`config.mk`:
```
export PLATFORM = sky130hd
export DESIGN_NAME = axi_bridge_top
export DESIGN_NICKNAME = d
export VERILOG_FILES = /design/src/design/axi_bridge_pkg.sv /design/src/design/axi_rw_if.sv /design/src/design/axi_bridge_top.sv /design/src/design/axi_rdata_align.sv /design/src/design/axi_wdata_lane.sv /design/src/design/axi_master_ctrl.sv /design/src/design/axi_port_arbiter.sv
export SDC_FILE = /design/constraint.sdc
export NUM_CORES = 1
export LEC_CHECK = 0
export BUFFER_PORTS_ARGS = -buffer_cell sky130_fd_sc_hd__buf_4
export CORE_AREA = 10 10 168 170
export DETAILED_ROUTE_END_ITERATION = 16
export DIE_AREA = 0 0 178 180
export PLACE_DENSITY = 0.65
export SKIP_CTS_REPAIR_TIMING = 1
export SLEW_MARGIN = 20
export SYNTH_ARGS = -nofsm -noshare
export SYNTH_HDL_FRONTEND = slang
export SYNTH_SLANG_ARGS = --single-unit
```
`constraint.sdc`:
```
create_clock -name clock -period 3.25 [get_ports clock]
set_input_delay 0.1625 -clock clock [delete_from_list [all_inputs] [get_ports clock]]
set_output_delay 0.1625 -clock clock [all_outputs]
set_load 0.03 [all_outputs]
```
`src/design/axi_bridge_pkg.sv`:
```
`default_nettype none

package axi_bridge_pkg;

    // bus geometry
    localparam int AXI_DATA_W = 64;
    localparam int AXI_ADDR_W = 32;
    // one strobe bit per byte lane
    localparam int AXI_STRB_W = AXI_DATA_W / 8;
    // byte offset inside one bus word
    localparam int OFFSET_W   = 3;

    // access size, bytes = 1 << size
    typedef enum logic [1:0] {
        SIZE_B = 2'd0,
        SIZE_H = 2'd1,
        SIZE_W = 2'd2,
        SIZE_D = 2'd3
    } size_e;

    // b/r response codes
    localparam logic [1:0] RESP_OKAY   = 2'b00;
    localparam logic [1:0] RESP_SLVERR = 2'b10;

    // one granted request
    // wdata is right-aligned, lanes are placed later
    typedef struct packed {
        logic                  write;
        size_e                 size;
        logic [AXI_ADDR_W-1:0] addr;
        logic [AXI_DATA_W-1:0] wdata;
    } rw_req_t;

endpackage

`default_nettype wire
```
`src/design/axi_rw_if.sv`:
```
`timescale 1ns/1ps
`default_nettype none

interface axi_rw_if;

    // request side, held until ready
    logic                                    valid;
    axi_bridge_pkg::rw_req_t                 req;
    // completion, single-cycle pulse
    logic                                    ready;
    logic [axi_bridge_pkg::AXI_DATA_W-1:0]   rdata;
    logic                                    err;
    // read response flag from the read datapath
    logic                                    rd_err;

    // arbiter side
    modport requester (output valid, output req, input ready, input rdata, input err);

    // channel FSMs
    modport responder (input valid, input req, input rd_err, output ready, output err);

    // datapath blocks; only the read side drives rdata and rd_err
    modport lane (input req, output rdata, output rd_err);

endinterface

`default_nettype wire

```
`src/design/axi_bridge_top.sv`:
```
`timescale 1ns/1ps
`default_nettype none

module axi_bridge_top (
    input  wire                                   clock,
    input  wire                                   reset_n,
    // fetch port
    input  wire                                   if_valid_i,
    input  wire [axi_bridge_pkg::AXI_ADDR_W-1:0]  if_addr_i,
    output logic                                  if_ready_o,
    output logic [31:0]                           if_rdata_o,
    // load/store port
    input  wire                                   lsu_valid_i,
    input  wire                                   lsu_write_i,
    input  wire axi_bridge_pkg::size_e            lsu_size_i,
    input  wire [axi_bridge_pkg::AXI_ADDR_W-1:0]  lsu_addr_i,
    input  wire [axi_bridge_pkg::AXI_DATA_W-1:0]  lsu_wdata_i,
    output logic                                  lsu_ready_o,
    output logic [axi_bridge_pkg::AXI_DATA_W-1:0] lsu_rdata_o,
    output logic                                  lsu_err_o,
    // write address
    input  wire                                   axi_aw_ready_i,
    output logic                                  axi_aw_valid_o,
    output logic [axi_bridge_pkg::AXI_ADDR_W-1:0] axi_aw_addr_o,
    // write data
    input  wire                                   axi_w_ready_i,
    output logic                                  axi_w_valid_o,
    output logic [axi_bridge_pkg::AXI_DATA_W-1:0] axi_w_data_o,
    output logic [axi_bridge_pkg::AXI_STRB_W-1:0] axi_w_strb_o,
    output logic                                  axi_w_last_o,
    // write response
    output logic                                  axi_b_ready_o,
    input  wire                                   axi_b_valid_i,
    input  wire [1:0]                             axi_b_resp_i,
    // read address
    input  wire                                   axi_ar_ready_i,
    output logic                                  axi_ar_valid_o,
    output logic [axi_bridge_pkg::AXI_ADDR_W-1:0] axi_ar_addr_o,
    // read data
    output logic                                  axi_r_ready_o,
    input  wire                                   axi_r_valid_i,
    input  wire [1:0]                             axi_r_resp_i,
    input  wire [axi_bridge_pkg::AXI_DATA_W-1:0]  axi_r_data_i
);

    // granted request and its completion
    axi_rw_if rw_bus ();

    axi_port_arbiter u_arbiter (
        .clock       (clock),
        .reset_n     (reset_n),
        .if_valid_i  (if_valid_i),
        .if_addr_i   (if_addr_i),
        .if_ready_o  (if_ready_o),
        .if_rdata_o  (if_rdata_o),
        .lsu_valid_i (lsu_valid_i),
        .lsu_write_i (lsu_write_i),
        .lsu_size_i  (lsu_size_i),
        .lsu_addr_i  (lsu_addr_i),
        .lsu_wdata_i (lsu_wdata_i),
        .lsu_ready_o (lsu_ready_o),
        .lsu_rdata_o (lsu_rdata_o),
        .lsu_err_o   (lsu_err_o),
        .bus         (rw_bus)
    );

    // done_o already reaches the arbiter as the interface ready
    axi_master_ctrl u_ctrl (
        .clock      (clock),
        .reset_n    (reset_n),
        .bus        (rw_bus),
        .aw_ready_i (axi_aw_ready_i),
        .w_ready_i  (axi_w_ready_i),
        .b_valid_i  (axi_b_valid_i),
        .ar_ready_i (axi_ar_ready_i),
        .r_valid_i  (axi_r_valid_i),
        .aw_valid_o (axi_aw_valid_o),
        .w_valid_o  (axi_w_valid_o),
        .w_last_o   (axi_w_last_o),
        .b_ready_o  (axi_b_ready_o),
        .ar_valid_o (axi_ar_valid_o),
        .r_ready_o  (axi_r_ready_o),
        .b_resp_i   (axi_b_resp_i),
        .done_o     ()
    );

    axi_wdata_lane u_wdata (
        .bus       (rw_bus),
        .aw_addr_o (axi_aw_addr_o),
        .ar_addr_o (axi_ar_addr_o),
        .w_data_o  (axi_w_data_o),
        .w_strb_o  (axi_w_strb_o)
    );

    // r_ready comes back from the read FSM
    axi_rdata_align u_rdata (
        .clock     (clock),
        .reset_n   (reset_n),
        .bus       (rw_bus),
        .r_valid_i (axi_r_valid_i),
        .r_ready_i (axi_r_ready_o),
        .r_data_i  (axi_r_data_i),
        .r_resp_i  (axi_r_resp_i)
    );

endmodule

`default_nettype wire

```
`src/design/axi_rdata_align.sv`:
```
`timescale 1ns/1ps
`default_nettype none

module axi_rdata_align (
    input  wire                                  clock,
    input  wire                                  reset_n,
    axi_rw_if.lane                               bus,
    input  wire                                  r_valid_i,
    input  wire                                  r_ready_i,
    input  wire [axi_bridge_pkg::AXI_DATA_W-1:0] r_data_i,
    input  wire [1:0]                            r_resp_i
);

    logic [axi_bridge_pkg::AXI_DATA_W-1:0] beat_q;
    logic [1:0]                            resp_q;
    logic [axi_bridge_pkg::AXI_DATA_W-1:0] shifted;
    logic [axi_bridge_pkg::AXI_DATA_W-1:0] size_mask;

    // beat register loads on the r handshake
    always_ff @(posedge clock) begin
        if (r_valid_i && r_ready_i) begin
            beat_q <= r_data_i;
        end
    end

    always_ff @(posedge clock) begin
        if (!reset_n) begin
            resp_q <= axi_bridge_pkg::RESP_OKAY;
        end else if (r_valid_i && r_ready_i) begin
            resp_q <= r_resp_i;
        end
    end

    // addressed bytes down to lane 0
    assign shifted = beat_q >> {bus.req.addr[axi_bridge_pkg::OFFSET_W-1:0], 3'b000};

    // zero-extend since the core handles sign
    always_comb begin
        case (bus.req.size)
            axi_bridge_pkg::SIZE_B: size_mask = 64'h0000_0000_0000_00ff;
            axi_bridge_pkg::SIZE_H: size_mask = 64'h0000_0000_0000_ffff;
            axi_bridge_pkg::SIZE_W: size_mask = 64'h0000_0000_ffff_ffff;
            default:                size_mask = 64'hffff_ffff_ffff_ffff;
        endcase
    end

    assign bus.rdata  = shifted & size_mask;
    assign bus.rd_err = (resp_q != axi_bridge_pkg::RESP_OKAY);

endmodule

`default_nettype wire

```
`src/design/axi_wdata_lane.sv`:
```
`timescale 1ns/1ps
`default_nettype none

module axi_wdata_lane (
    axi_rw_if.lane                                bus,
    output logic [axi_bridge_pkg::AXI_ADDR_W-1:0] aw_addr_o,
    output logic [axi_bridge_pkg::AXI_ADDR_W-1:0] ar_addr_o,
    output logic [axi_bridge_pkg::AXI_DATA_W-1:0] w_data_o,
    output logic [axi_bridge_pkg::AXI_STRB_W-1:0] w_strb_o
);

    logic [axi_bridge_pkg::OFFSET_W-1:0]   offset;
    logic [axi_bridge_pkg::AXI_ADDR_W-1:0] word_addr;
    logic [axi_bridge_pkg::AXI_STRB_W-1:0] strb_base;

    assign offset = bus.req.addr[axi_bridge_pkg::OFFSET_W-1:0];

    // bus address drops the byte offset
    assign word_addr = {bus.req.addr[axi_bridge_pkg::AXI_ADDR_W-1:axi_bridge_pkg::OFFSET_W],
                        {axi_bridge_pkg::OFFSET_W{1'b0}}};
    assign aw_addr_o = word_addr;
    assign ar_addr_o = word_addr;

    // move right-aligned data up to its byte lane
    assign w_data_o = bus.req.wdata << {offset, 3'b000};

    // run of ones, one per byte of the access
    always_comb begin
        case (bus.req.size)
            axi_bridge_pkg::SIZE_B: strb_base = 8'h01;
            axi_bridge_pkg::SIZE_H: strb_base = 8'h03;
            axi_bridge_pkg::SIZE_W: strb_base = 8'h0f;
            default:                strb_base = 8'hff;
        endcase
    end

    // lanes outside the strobe carry don't-care data
    assign w_strb_o = strb_base << offset;

endmodule

`default_nettype wire

```
`src/design/axi_master_ctrl.sv`:
```
`timescale 1ns/1ps
`default_nettype none

module axi_master_ctrl (
    input  wire        clock,
    input  wire        reset_n,
    axi_rw_if.responder bus,
    input  wire        aw_ready_i,
    input  wire        w_ready_i,
    input  wire        b_valid_i,
    input  wire        ar_ready_i,
    input  wire        r_valid_i,
    output logic       aw_valid_o,
    output logic       w_valid_o,
    output logic       w_last_o,
    output logic       b_ready_o,
    output logic       ar_valid_o,
    output logic       r_ready_o,
    input  wire [1:0]  b_resp_i,
    output logic       done_o
);

    typedef enum logic [1:0] {W_IDLE, W_ADDR, W_DATA, W_RESP} w_state_e;
    typedef enum logic [1:0] {R_IDLE, R_ADDR, R_DATA} r_state_e;

    w_state_e w_state;
    r_state_e r_state;
    logic     start;
    logic     aw_hs;
    logic     w_hs;
    logic     b_hs;
    logic     ar_hs;
    logic     r_hs;
    logic     wr_err_q;
    logic [axi_bridge_pkg::OFFSET_W:0] span;
    logic [axi_bridge_pkg::OFFSET_W:0] end_byte;

    // channel handshakes
    assign aw_hs = aw_valid_o & aw_ready_i;
    assign w_hs  = w_valid_o & w_ready_i;
    assign b_hs  = b_ready_o & b_valid_i;
    assign ar_hs = ar_valid_o & ar_ready_i;
    assign r_hs  = r_ready_o & r_valid_i;

    // valid is still high in the ready cycle so that cycle is skipped
    assign start = bus.valid & !done_o & (w_state == W_IDLE) & (r_state == R_IDLE);

    // write channel runs aw then w then b
    always_ff @(posedge clock) begin
        if (!reset_n) begin
            w_state <= W_IDLE;
        end else begin
            case (w_state)
                W_IDLE: if (start && bus.req.write) w_state <= W_ADDR;
                W_ADDR: if (aw_hs) w_state <= W_DATA;
                W_DATA: if (w_hs) w_state <= W_RESP;
                W_RESP: if (b_hs) w_state <= W_IDLE;
                default: w_state <= W_IDLE;
            endcase
        end
    end

    // read channel runs ar then r
    always_ff @(posedge clock) begin
        if (!reset_n) begin
            r_state <= R_IDLE;
        end else begin
            case (r_state)
                R_IDLE: if (start && !bus.req.write) r_state <= R_ADDR;
                R_ADDR: if (ar_hs) r_state <= R_DATA;
                R_DATA: if (r_hs) r_state <= R_IDLE;
                default: r_state <= R_IDLE;
            endcase
        end
    end

    assign aw_valid_o = (w_state == W_ADDR);
    // every w beat is the last of a single-beat transfer
    assign w_valid_o  = (w_state == W_DATA);
    assign w_last_o   = (w_state == W_DATA);
    assign b_ready_o  = (w_state == W_RESP);
    assign ar_valid_o = (r_state == R_ADDR);
    assign r_ready_o  = (r_state == R_DATA);

    // completion one cycle after b or r
    always_ff @(posedge clock) begin
        if (!reset_n) begin
            done_o   <= 1'b0;
            wr_err_q <= 1'b0;
        end else begin
            done_o <= b_hs | r_hs;
            if (b_hs) begin
                wr_err_q <= (b_resp_i != axi_bridge_pkg::RESP_OKAY);
            end
        end
    end

    assign bus.ready = done_o;
    // req is still stable in the ready cycle
    assign bus.err   = bus.req.write ? wr_err_q : bus.rd_err;

    // last byte offset of the access
    always_comb begin
        case (bus.req.size)
            axi_bridge_pkg::SIZE_B: span = 4'd0;
            axi_bridge_pkg::SIZE_H: span = 4'd1;
            axi_bridge_pkg::SIZE_W: span = 4'd3;
            default:                span = 4'd7;
        endcase
    end
    assign end_byte = {1'b0, bus.req.addr[axi_bridge_pkg::OFFSET_W-1:0]} + span;

    // valid and the request behind it hold through a stall
    a_aw_hold: assert property (@(posedge clock) disable iff (!reset_n)
        aw_valid_o && !aw_ready_i |=> aw_valid_o && $stable(bus.req));
    a_ar_hold: assert property (@(posedge clock) disable iff (!reset_n)
        ar_valid_o && !ar_ready_i |=> ar_valid_o && $stable(bus.req));
    // no access may spill into the next bus word
    a_no_cross: assert property (@(posedge clock) disable iff (!reset_n)
        start |-> !end_byte[axi_bridge_pkg::OFFSET_W]);

endmodule

`default_nettype wire

```
`src/design/axi_port_arbiter.sv`:
```
`timescale 1ns/1ps
`default_nettype none

module axi_port_arbiter (
    input  wire                                   clock,
    input  wire                                   reset_n,
    // instruction fetch, read only
    input  wire                                   if_valid_i,
    input  wire [axi_bridge_pkg::AXI_ADDR_W-1:0]  if_addr_i,
    output logic                                  if_ready_o,
    output logic [31:0]                           if_rdata_o,
    // load/store
    input  wire                                   lsu_valid_i,
    input  wire                                   lsu_write_i,
    input  wire axi_bridge_pkg::size_e            lsu_size_i,
    input  wire [axi_bridge_pkg::AXI_ADDR_W-1:0]  lsu_addr_i,
    input  wire [axi_bridge_pkg::AXI_DATA_W-1:0]  lsu_wdata_i,
    output logic                                  lsu_ready_o,
    output logic [axi_bridge_pkg::AXI_DATA_W-1:0] lsu_rdata_o,
    output logic                                  lsu_err_o,
    axi_rw_if.requester                           bus
);

    // grant owners held until the ready pulse
    logic gnt_lsu_q;
    logic gnt_if_q;
    logic sel_lsu;
    logic sel_if;
    axi_bridge_pkg::rw_req_t fetch_req;
    axi_bridge_pkg::rw_req_t lsu_req;

    // locked grant first and otherwise load/store beats fetch
    assign sel_lsu = gnt_lsu_q | (!gnt_if_q & lsu_valid_i);
    assign sel_if  = gnt_if_q | (!gnt_lsu_q & !lsu_valid_i & if_valid_i);

    always_ff @(posedge clock) begin
        if (!reset_n) begin
            gnt_lsu_q <= 1'b0;
            gnt_if_q  <= 1'b0;
        end else if (bus.ready) begin
            // release on completion
            gnt_lsu_q <= 1'b0;
            gnt_if_q  <= 1'b0;
        end else if (!gnt_lsu_q && !gnt_if_q) begin
            gnt_lsu_q <= sel_lsu;
            gnt_if_q  <= sel_if;
        end
    end

    // a fetch is always a word read
    assign fetch_req = '{write: 1'b0, size: axi_bridge_pkg::SIZE_W,
                         addr: if_addr_i, wdata: '0};
    assign lsu_req   = '{write: lsu_write_i, size: lsu_size_i,
                         addr: lsu_addr_i, wdata: lsu_wdata_i};

    assign bus.valid = (sel_lsu & lsu_valid_i) | (sel_if & if_valid_i);
    assign bus.req   = sel_if ? fetch_req : lsu_req;

    // completion back to the owner
    assign lsu_ready_o = bus.ready & gnt_lsu_q;
    assign lsu_rdata_o = bus.rdata;
    assign lsu_err_o   = bus.err & gnt_lsu_q;
    // fetch has no error output so its err is dropped
    assign if_ready_o  = bus.ready & gnt_if_q;
    assign if_rdata_o  = bus.rdata[31:0];

    // at most one owner and exactly one when a completion arrives
    a_single_grant: assert property (@(posedge clock) disable iff (!reset_n)
        bus.ready ? $onehot({gnt_lsu_q, gnt_if_q}) : $onehot0({gnt_lsu_q, gnt_if_q}));

endmodule

`default_nettype wire

```
# Yosys cells after proc, flatten, opt, wreduce, memory -nomap -nowiden

Index checks and enable logic that the tools add are counted.

Register bits after elaboration: 74
Input port bits: 208
Output and inout port bits: 241
Word-level logic and storage cells: 77

Eq/ne operators: 14
Shift operators: 3
Muxes and demuxes: 13
Bitwise logic cells: 22
Reductions and logical operators: 17

Operators by type and width:

| operator                                      | count |
|---|---|
| case mux 64 bit (3 select lines)              | 1 |
| 2-to-1 mux 99 bit                             | 1 |
| bitwise AND 64 bit                            | 1 |
| left shift 64 x 6 -> 64 bit                   | 1 |
| >> shifter 64 x 6 -> 64 bit                   | 1 |
| case mux 8 bit (3 select lines)               | 1 |
| bitwise AND 1 bit                             | 16 |
| 2-to-1 mux 2 bit                              | 7 |
| inequality test 2 bit, second input constant  | 7 |
| == test 2 bit, second input constant          | 4 |
| case mux 2 bit (4 select lines)               | 1 |
| left shift 8 x 3 -> 8 bit                     | 1 |
| == test 2 x 1 -> 1 bit, second input constant | 3 |
| zero test 2 bit                               | 3 |
| case mux 2 bit (3 select lines)               | 1 |
| zero test 1 bit                               | 5 |
| logical AND 1 bit                             | 4 |
| bitwise OR 1 bit                              | 4 |
| AND reduction 4 bit                           | 1 |
| nonzero test 2 bit                            | 2 |
| AND reduction 3 bit                           | 1 |
| OR reduction 2 bit                            | 1 |
| 2-to-1 mux 1 bit                              | 1 |
| NOT 1 bit                                     | 1 |

# Longest topological paths before layout

Gate-level depths: netlist of run 1.

Depth after elaboration: 12
Gate-level depth with buffers: 9
Depth with buffers taken out: 7

# Least setup slack after synthesis of run 1

Ideal clock, no wire load.

Path kind: flip-flop to output port
Start: reg u_arbiter.gnt_if_q
End: out lsu_rdata_o[18] in the netlist's numbering
Arrival time: 2683 ps
Required time: 3087 ps
Setup slack: 404 ps
Cell stages (with the launch flop): 9
Path buffers: 4
Cells stage by stage: dfxtp_1 -> clkbuf_1 -> nand2b_1 -> o211ai_2 -> buf_2 -> clkbuf_1 -> a211oi_1 -> o32ai_1 -> buf_4

Longest elaborated chain between the ends: 5
Elaborated cells on any way between the ends: 8
Classes of those cells: eq/ne (2); shift (1); mux (2); bitwise (2); reduce/logical (1)

RTL lines:

| item                                                                | RTL line               | RTL |
|---|---|---|
| from (decl)                                                         | axi_port_arbiter.sv:26 | `logic gnt_if_q;` |
| from (signal assigned)                                              | axi_port_arbiter.sv:46 | `gnt_if_q <= sel_if;` |
| bitwise OR 1 bit (*)                                                | axi_port_arbiter.sv:34 | `assign sel_if = gnt_if_q \| (!gnt_lsu_q & !lsu_valid_i & if_valid_i);` |
| 2-to-1 mux 99 bit (*)                                               | axi_port_arbiter.sv:57 | `assign bus.req = sel_if ? fetch_req : lsu_req;` |
| branches (longest 2 deep; another with >> shifter 64 x 6 -> 64 bit) | n/a                    |  |
| bitwise AND 64 bit (*)                                              | axi_rdata_align.sv:47  | `assign bus.rdata = shifted & size_mask;` |
| to (decl)                                                           | axi_bridge_top.sv:19   | `output logic [axi_bridge_pkg::AXI_DATA_W-1:0] lsu_rdata_o,` |

Mark *: on every way between the ends.

# Worst setup path in the final report of run 1

Start: reg u_arbiter.gnt_if_q
End: out lsu_rdata_o[0] in the netlist's numbering

Longest elaborated chain between the ends: 4

RTL lines:

| item                        | RTL line               | RTL |
|---|---|---|
| bitwise OR 1 bit            | axi_port_arbiter.sv:34 |  |
| 2-to-1 mux 99 bit           | axi_port_arbiter.sv:57 |  |
| >> shifter 64 x 6 -> 64 bit | axi_rdata_align.sv:35  | `assign shifted = beat_q >> {bus.req.addr[axi_bridge_pkg::OFFSET_W-1:0], 3'b000};` |
| bitwise AND 64 bit          | axi_rdata_align.sv:47  |  |

No other way between the ends.

==> results of run 1 <==
==> stage by stage <==
stage                     util, %  TNS, ps  instance area, um^2  hold slack (ps)
after floorplan                 -        0                 7620              261
after global placement       43.6        0                10900              341
after detailed placement     43.6        0                10900              342
after CTS                    44.7     -663                11100            -18.7
after global routing         47.3        0                11800             1.04
final                        47.3        0                11800             5.00
==> area by class of cell <==
type / count / area [um^2]
antenna: 3 / 7.51
clock buffer: 12 / 236
tap: 330 / 413
clock inverter: 4 / 18.8
inverter: 7 / 26.3
fill: 2380 / 13100
multi-input combinational: 664 / 4700
sequential: 74 / 2120
timing repair buffer: 537 / 4240
==> synthesized netlist by cell type, drive strengths merged (2+ instances only) <==
library cell  number
o211ai             2
and3              48
a22oi             12
o2bb2ai            8
o22ai             12
o41a               8
ha                 4
o32ai              8
clkbuf            35
a211oi            16
a21boi             4
edfxtp            64
inv                7
nor3b              2
nor3               9
nor4b              2
a31oi              5
a221oi             5
dfxtp             10
or3                3
a21oi             40
mux4              15
o21a               8
nand2            131
a2bb2oi            8
nand4bb            2
mux2              33
nor2b              9
and2              12
a31o               8
o21ai             37
mux2i             98
o211a             10
nor2              72
nand2b             3
nand3             11
buf              105
==> state kept, by name, summed over array words and instances, names as in the netlist <==
signal               flops
u_rdata.resp_q           2
u_rdata.beat_q          64
u_arbiter.gnt_if_q       1
u_arbiter.gnt_lsu_q      1
u_ctrl.wr_err_q          1
u_ctrl.r_state           2
u_ctrl.bus.ready         1
u_ctrl.w_state           2
==> metal layers <==
metal / up-vias / GRT usage (%) / wire (um)
met2: 468 / 43.0 / 21200
met3: 65 / 5.99 / 3550
met4: 0 / 6.44 / 909
met5: - / 0 / 0
met1: 4172 / 23.6 / 13900
li1: 4006 / - / -
==> cells by family after synthesis <==
family	count (synthesis)
flops	74
other cells	1
fa+ha+maj	4
simple gates	307
mux	146
buf+inv	147
xor+xnor	1
compound gates	200
==> power breakdown <==
| part | switching, mW | internal (mW) |
|---|---|---|
| sequential | 0.0343 | 1.08 |
| combinational | 1.78 | 1.14 |
| clock | 0.380 | 0.510 |
| total | 2.19 | 2.73 |
==> worst paths after layout <==
check | end | from
max | lsu_rdata_o[0] | u_arbiter.gnt_if_q
min reg2reg | u_rdata.resp_q[1] | u_rdata.resp_q[1]
max reg2reg | u_ctrl.w_state[1] | u_ctrl.w_state[0]
min | u_rdata.beat_q[17] | axi_r_data_i[17]
==> placed cells by master (no fill, tap or decap), types with 5 or more instances in the layout <==
| cell type | n |
|---|---|
| a211oi_1 | 16 |
| a21oi_1 | 39 |
| a221oi_1 | 5 |
| a22oi_1 | 12 |
| a2bb2oi_1 | 8 |
| a31o_2 | 8 |
| a31oi_1 | 5 |
| and2_1 | 12 |
| and3_1 | 48 |
| buf_4 | 470 |
| clkbuf_16 | 9 |
| conb_1 | 6 |
| dfxtp_1 | 10 |
| dlygate4sd3_1 | 62 |
| edfxtp_1 | 64 |
| inv_1 | 6 |
| mux2_2 | 33 |
| mux2i_1 | 98 |
| mux4_2 | 15 |
| nand2_1 | 129 |
| nand3_1 | 10 |
| nor2_1 | 67 |
| nor2b_1 | 9 |
| nor3_1 | 7 |
| o211a_1 | 8 |
| o21a_1 | 8 |
| o21ai_0 | 33 |
| o22ai_1 | 12 |
| o2bb2ai_1 | 8 |
| o32ai_1 | 8 |
| o41a_1 | 8 |
==> impl_metrics.toml, run 1 <==
[min_path]
hold_path_class = "in2reg"
holdPathStages = 1

[finish]
drive_above_1_share_pct = 43.5
stdcell_count = 1631
nNetsFinal = 1505
area_growth_syn_to_layout_pct = 54.8

[job]
max-cap-violations = 0

[synth]
synthSimpleGateAreaFrac_pct = 18.9
synth_top_family_by_area = "multiplexers"
yosys.area.top_type_share_pct = 25.3
synthTopCellsByArea = "edfxtp_1 (25%), mux2i_1 (13%), buf_4 (7.3%), nand2_1 (6.5%), mux2_2 (4.9%)"
yosys.area.top_type = "edfxtp_1"
ys_types = 60
async_flop_share_pct = 0
synth_cells = 880
synth_mux_area_share_pct = 22.2
yosysSeqAreaShare_pct = 27.9
syn_area_per_cell_um2 = 8.63
synth_warnings = 0
synthAdderAreaFrac_pct = 0.659
synth_flop_cell = "edfxtp_1"
synth_area_um2 = 7600
synth-compound-area-share_pct = 18.8
synthXorXnorAreaFrac_pct = 0.115
synth-edff-count = 64
ys_ff_latch = 74

[power_and_ir_drop]
power_mw = 4.92
leakage_nw = 5.57
vdd_drop_max_uv = 328
power_density_nw_per_um2 = 418

[clock_network]
insertion_delay_ps = 350
cts_inserted_buffers = 9
htree_levels = 3
cts_tree = "built"
cts_root_buf = "clkbuf_16"
clk_pin_slew_ps = 60
cts_buffer_depth = 2
cts_sinks = 74

[place]
gp_congestion = 0.938
dp.final_hpwl_um = 30900
pre_cts_ws_ps = 310
portBuffers = 442
placed_cells = 1550

[timing]
setup_viol = 0
worst_pin_slew_ps = 795
fin_ws_ps = 142
period_minus_slack_ps = 3110
skew_ps = 5.86
finalCritPeriodShare_pct = 95.6
rsz0062_at_grt = "false"
hold_viol_final = 0
slew_headroom_pct = 47.0
max_freq_mhz = 322
slew_violations = 0

[critical_path]
ff2ff_setup_slack_ps = 1290
slowest_delay_ps = 430
path_max_fanout = 23
worst-path-buf-inv = 3
critical_path.cell_chain = "nand2b_1 -> o211ai_4 -> buf_6 -> buf_4 -> mux2i_1 -> mux2i_1 -> mux2_2 -> buf_4"
crit_path_start_kind = "register"
cp.depth = 8
cp.arrival_ps = 2950
path_class = "reg2out"
required_ps = 3090
cp_top_family = "multiplexers"
critPathCaptureType = "output pin"
cp_slowest_cell = "dfxtp_1"
r2r_cells = 7

[floorplan]
initial_core_util_pct = 30.5
io_pins = 449
rows = 58
coreArea_um2 = 24900
die_area_um2 = 32000
die_w_um = 178
die_y_um = 180

[route]
vias_per_cell = 5.34
drc_errors = 0
first_pass_iters = 5
avgRoutedWirePerCell_um = 24.2
routed_wirelength_um = 39500
vias = 8711
antenna_left = 0
drt_iter0_markers = 715

[outcome]
outcome = "complete, no violations"

[global_route]
grt_usage_pct = 22.7
grt_max_degree = 61
antenna_found_initial = 3
grt_pass1_wl_um = 55900
grt_pass1_vias = 8768
grt_overflow = 0
Note: power is estimated with default switching activity, not from simulation.
==> inputs of run 2 (changes only) <==
CORE_AREA = unset   (was 10 10 168 170)
CORE_ASPECT_RATIO = 0.7   (was unset)
CORE_MARGIN = 10   (was unset)
CORE_UTILIZATION = 35   (was unset)
CTS_BUF_LIST = sky130_fd_sc_hd__clkbuf_16   (was unset)
DIE_AREA = unset   (was 0 0 178 180)
PLACE_DENSITY = 0.72   (was 0.65)
==> impl_metrics.toml, run 2 (synthesis gave the netlist of run 1 again) <==
[outcome]
outcome = "complete, no violations"

[route]
vias = 8746
routed_wirelength_um = 37900
vias_per_cell = 5.56
drc_errors = 0
avgRoutedWirePerCell_um = 24.1
first_pass_iters = 5
drt_iter0_markers = 821
antenna_left = 0

[critical_path]
cp.arrival_ps = 2960
required_ps = 3090
critPathCaptureType = "output pin"
path_class = "reg2out"
critPathLaunch = "u_arbiter.gnt_lsu_q"
cp_slowest_cell = "nor3b_4"
path_max_fanout = 13
cp_top_family = "compound AO/OA/AOI/OAI gates"
critical_path.cell_chain = "nor3b_4 -> o211a_1 -> buf_4 -> mux2i_1 -> o2bb2ai_1 -> o41a_1 -> buf_4"
r2r-start = "u_ctrl.w_state[0]"
ff2ff_setup_slack_ps = 1150
crit_path_start_kind = "register"
r2r_end = "u_ctrl.w_state[1]"
worst-path-buf-inv = 2
slowest_delay_ps = 500
worst_path_most_repeated_cell = "buf_4"
r2r_cells = 7

[job]
max-cap-violations = 0

[timing]
period_minus_slack_ps = 3120
fin_ws_ps = 132
max_freq_mhz = 321
rsz0062_at_grt = "false"
slew_headroom_pct = 42.3
hold_ws_ps = 81.4
setup_viol = 0
skew_ps = 5.36
finalCritPeriodShare_pct = 96.0
worst_pin_slew_ps = 866
fin_tns_setup_ps = 0
slew_violations = 0
hold_viol_final = 0

[finish]
final_common_cell = "buf_4"
stdcell_count = 1573
drive_above_1_share_pct = 43.2
top_register = "u_rdata.beat_q"
area_growth_syn_to_layout_pct = 53.2
final_cell_mix = "buf_4 (468), nand2_1 (131), mux2i_1 (98)"
nNetsFinal = 1502
largest_reg_flops = 64

[clock_network]
cts_root_buf = "clkbuf_16"
cts_buffer_depth = 2
cts_tree = "built"
cts_inserted_buffers = 9
clk_pin_slew_ps = 60
insertion_delay_ps = 350
cts_sinks = 74
htree_levels = 3

[power_and_ir_drop]
vdd_drop_max_uv = 380
power_mw = 4.93
leakage_nw = 5.56
power_density_nw_per_um2 = 423

[place]
gp_congestion = 0.942
dp.final_hpwl_um = 29600
placed_cells = 1491
portBuffers = 442
pre_cts_ws_ps = 409

[global_route]
grt_max_degree = 65
grt_overflow = 0
antenna_found_initial = 2
grt_pass1_wl_um = 53500
grt_pass1_vias = 8349
grt_usage_pct = 24.4

[floorplan]
die_w_um = 196
initial_core_util_pct = 36.1
io_pins = 449
die_area_um2 = 28100
rows = 44
coreArea_um2 = 21000
die_y_um = 143

[min_path]
hold_path_class = "in2reg"
hold_path.startpoint = "axi_r_resp_i[1]"
min_to = "u_rdata.resp_q[1]"
holdPathStages = 3
-- run 2: changes by cell type in the layout (fill, tap and decap cells not counted), sizes merged --
cell         change
inv              +4
buf              -5
diode            -1
dlygate4sd3      +2
clkinv           -1
clkbuf           -3
-- run 2: metal layers --
metal / part of all wire (%) / global-route usage (%) / up-vias
li1: - / - / 4000
met2: 47 / 39.2 / 559
met1: 39 / 29.8 / 4120
met3: 11 / 9.80 / 67
met4: 2.8 / 6.45 / 0
met5: 0 / 0 / -
-- run 2: worst reg2reg max path: stages, from the launching register on --
cell	delay (ps)
dfxtp_1	340
inv_1	110
ha_1	210
nor4b_1	380
nand4_1	200
a2111o_1	490
mux2i_1	180
nor2b_1	70
-- run 2: worst max path at each step --
stage,to,slack (ps),cells after the start
after detailed placement,if_rdata_o[26],410,6
after floorplan,lsu_rdata_o[18],400,8
final,if_rdata_o[10],130,7
after global placement,if_rdata_o[26],510,6
after global routing,lsu_rdata_o[31],20,6
after CTS,if_rdata_o[26],20,6
-- run 2: where the power goes --
part           total (mW)  switching, mW  internal, mW
sequential           1.11         0.0389          1.08
combinational        2.89           1.76          1.13
clock               0.921          0.406         0.514
-- run 2: layout make-up --
cell class	instances	area, um^2
timing repair buffer	534	4190
sequential	74	2120
fill	1879	9390
tap	276	345
clock buffer	9	225
antenna	2	5.00
inverter	7	26.3
multi-input combinational	664	4680
clock inverter	7	41.3
-- run 2: stage by stage --
stage / area, um^2 / utilization [%]
CTS: 11000 / 52.2
global placement: 10700 / 51.0
global route: 11600 / 55.4
detailed placement: 10700 / 51.0
floorplan: 7620 / -
finish: 11600 / 55.4
==> inputs of run 3 (changes only) <==
PLACE_DENSITY = 0.66   (was 0.72)
==> impl_metrics.toml, run 3 (synthesis gave the netlist of run 1 again) <==
[route]
top_layer = "met4"
first_pass_iters = 5
avgRoutedWirePerCell_um = 24.1
routed_wirelength_um = 37600
vias_per_cell = 5.52
wl_met3_um = 3790
vias = 8617
wl_met1_um = 15300
drc_errors = 0
antenna_left = 0
dr_wl_met2_um = 18100
drt_iter0_markers = 783

[finish]
final_util_pct = 55.1
final_cell_mix = "buf_4 (463), nand2_1 (130), mux2i_1 (98)"
top_register = "u_rdata.beat_q"
diodes = 0
nNetsFinal = 1492
largest_reg_flops = 64
drive_above_1_share_pct = 43.5
area_growth_syn_to_layout_pct = 52.6
final_common_cell = "buf_4"

[critical_path]
critPathCaptureType = "output pin"
crit_path_start_kind = "register"
critical_path.cell_chain = "or3b_1 -> and2_1 -> nor2_2 -> a221oi_1 -> nor3_1 -> buf_4"
cp_top_family = "simple AND/OR/NAND/NOR gates"
path_class = "reg2out"
slowest_delay_ps = 570
cp.arrival_ps = 3160
worst-path-buf-inv = 1
required_ps = 3090
path_max_fanout = 12
cp_slowest_cell = "nor3_1"

[power_and_ir_drop]
intPower_mw = 2.72
comb_power_share_pct = 58.6
p_clk_share_pct = 19.0
p_seq_share_pct = 22.5
power_density_nw_per_um2 = 426
leakage_nw = 5.51
vdd_drop_max_uv = 265
p_switching_mw = 2.22
p_sw_share_pct = 44.9

[outcome]
outcome = "finished, violations left"
violations = "negative setup slack"

[clock_network]
cts_buffer_depth = 2
insertion_delay_ps = 340
cts_tree = "built"
htree_levels = 3
clk_pin_slew_ps = 60
cts_root_buf = "clkbuf_16"
cts_sinks = 74
cts_inserted_buffers = 9

[place]
portBuffers = 442
dp.final_hpwl_um = 29100
gp_congestion = 0.889
pre_cts_ws_ps = 174

[global_route]
grt_pass1_wl_um = 53200
grt_overflow = 0
grt_pass1_vias = 8239
antenna_found_initial = 0
grt_max_degree = 62
grt_usage_pct = 24.2

[floorplan]
die_area_um2 = 28100
die_w_um = 196
rows = 44
coreArea_um2 = 21000
initial_core_util_pct = 36.1
die_y_um = 143
io_pins = 449

[timing]
max_freq_mhz = 301
rsz0062_at_grt = "true"
setup_viol = 10
hold_ws_ps = 7.58
period_minus_slack_ps = 3330
hold_viol_final = 0
slew_headroom_pct = 38.2
worst_pin_slew_ps = 922
slew_violations = 0
skew_ps = 6.34
fin_tns_setup_ps = -371
fin_ws_ps = -76.6
finalCritPeriodShare_pct = 102

[min_path]
hold_path_class = "in2reg"

[job]
max-cap-violations = 0
## run 3: cell types whose count changed in the layout (fill, tap and decap cells not counted), sizes merged
cell / delta
diode: -2
inv: -3
dlygate4sd3: -7
buf: -3
clkinvlp: +3
## run 3: power by group through the flow
stage                     registers (mW)  logic, mW  clock network [mW]
after floorplan                     1.12       1.86                   0
after global placement              1.13       2.81                   0
after detailed placement            1.13       2.82                   0
after CTS                           1.11       2.83               0.952
after global routing                1.11       3.04                1.00
final                               1.11       2.89               0.935
## run 3: cell type report
| cell class | count | area [um^2] |
|---|---|---|
| fillers | 1907 | 9430 |
| flip-flops and latches | 74 | 2120 |
| inverters | 7 | 26.3 |
| clock inverters | 7 | 53.8 |
| multi-input cells | 664 | 4700 |
| repair buffers | 524 | 4130 |
| clock buffers | 9 | 225 |
| well taps | 276 | 345 |
## run 3: worst paths after layout
check	cells after the start	slack, ps	endpoint	from
setup / recovery	6	-80	if_rdata_o[31]	u_arbiter.gnt_lsu_q
hold / removal	1	8	u_rdata.beat_q[55]	axi_r_data_i[55]
setup reg to reg	7	1330	u_ctrl.w_state[1]	u_ctrl.w_state[0]
hold reg to reg	2	470	u_rdata.resp_q[0]	u_rdata.resp_q[0]
## run 3: worst reg2reg max path: cells and delay by family (launching register included)
family,cells,cell delay [ps]
AND/OR/NAND/NOR,3,530
AO/OA/AOI/OAI,1,470
flip-flops,1,330
adder cells (fa/ha/maj),1,200
multiplexers,1,180
buffers and inverters,1,100
## run 3: per-stage QoR
stage | instance area [um^2] | instances | power, mW
after global placement | 10700 | 1488 | 3.93
after floorplan | 7620 | 885 | 2.98
after global routing | 11600 | 1561 | 5.16
after detailed placement | 10700 | 1488 | 3.94
after CTS | 11000 | 1504 | 4.89
final | 11600 | 1561 | 4.93
## run 3: layer usage
layer / up-vias / global-route usage (%)
met1: 4100 / 31.4
met2: 495 / 39.2
met4: 0 / 3.69
li1: 3995 / -
met5: - / 0
met3: 27 / 7.93
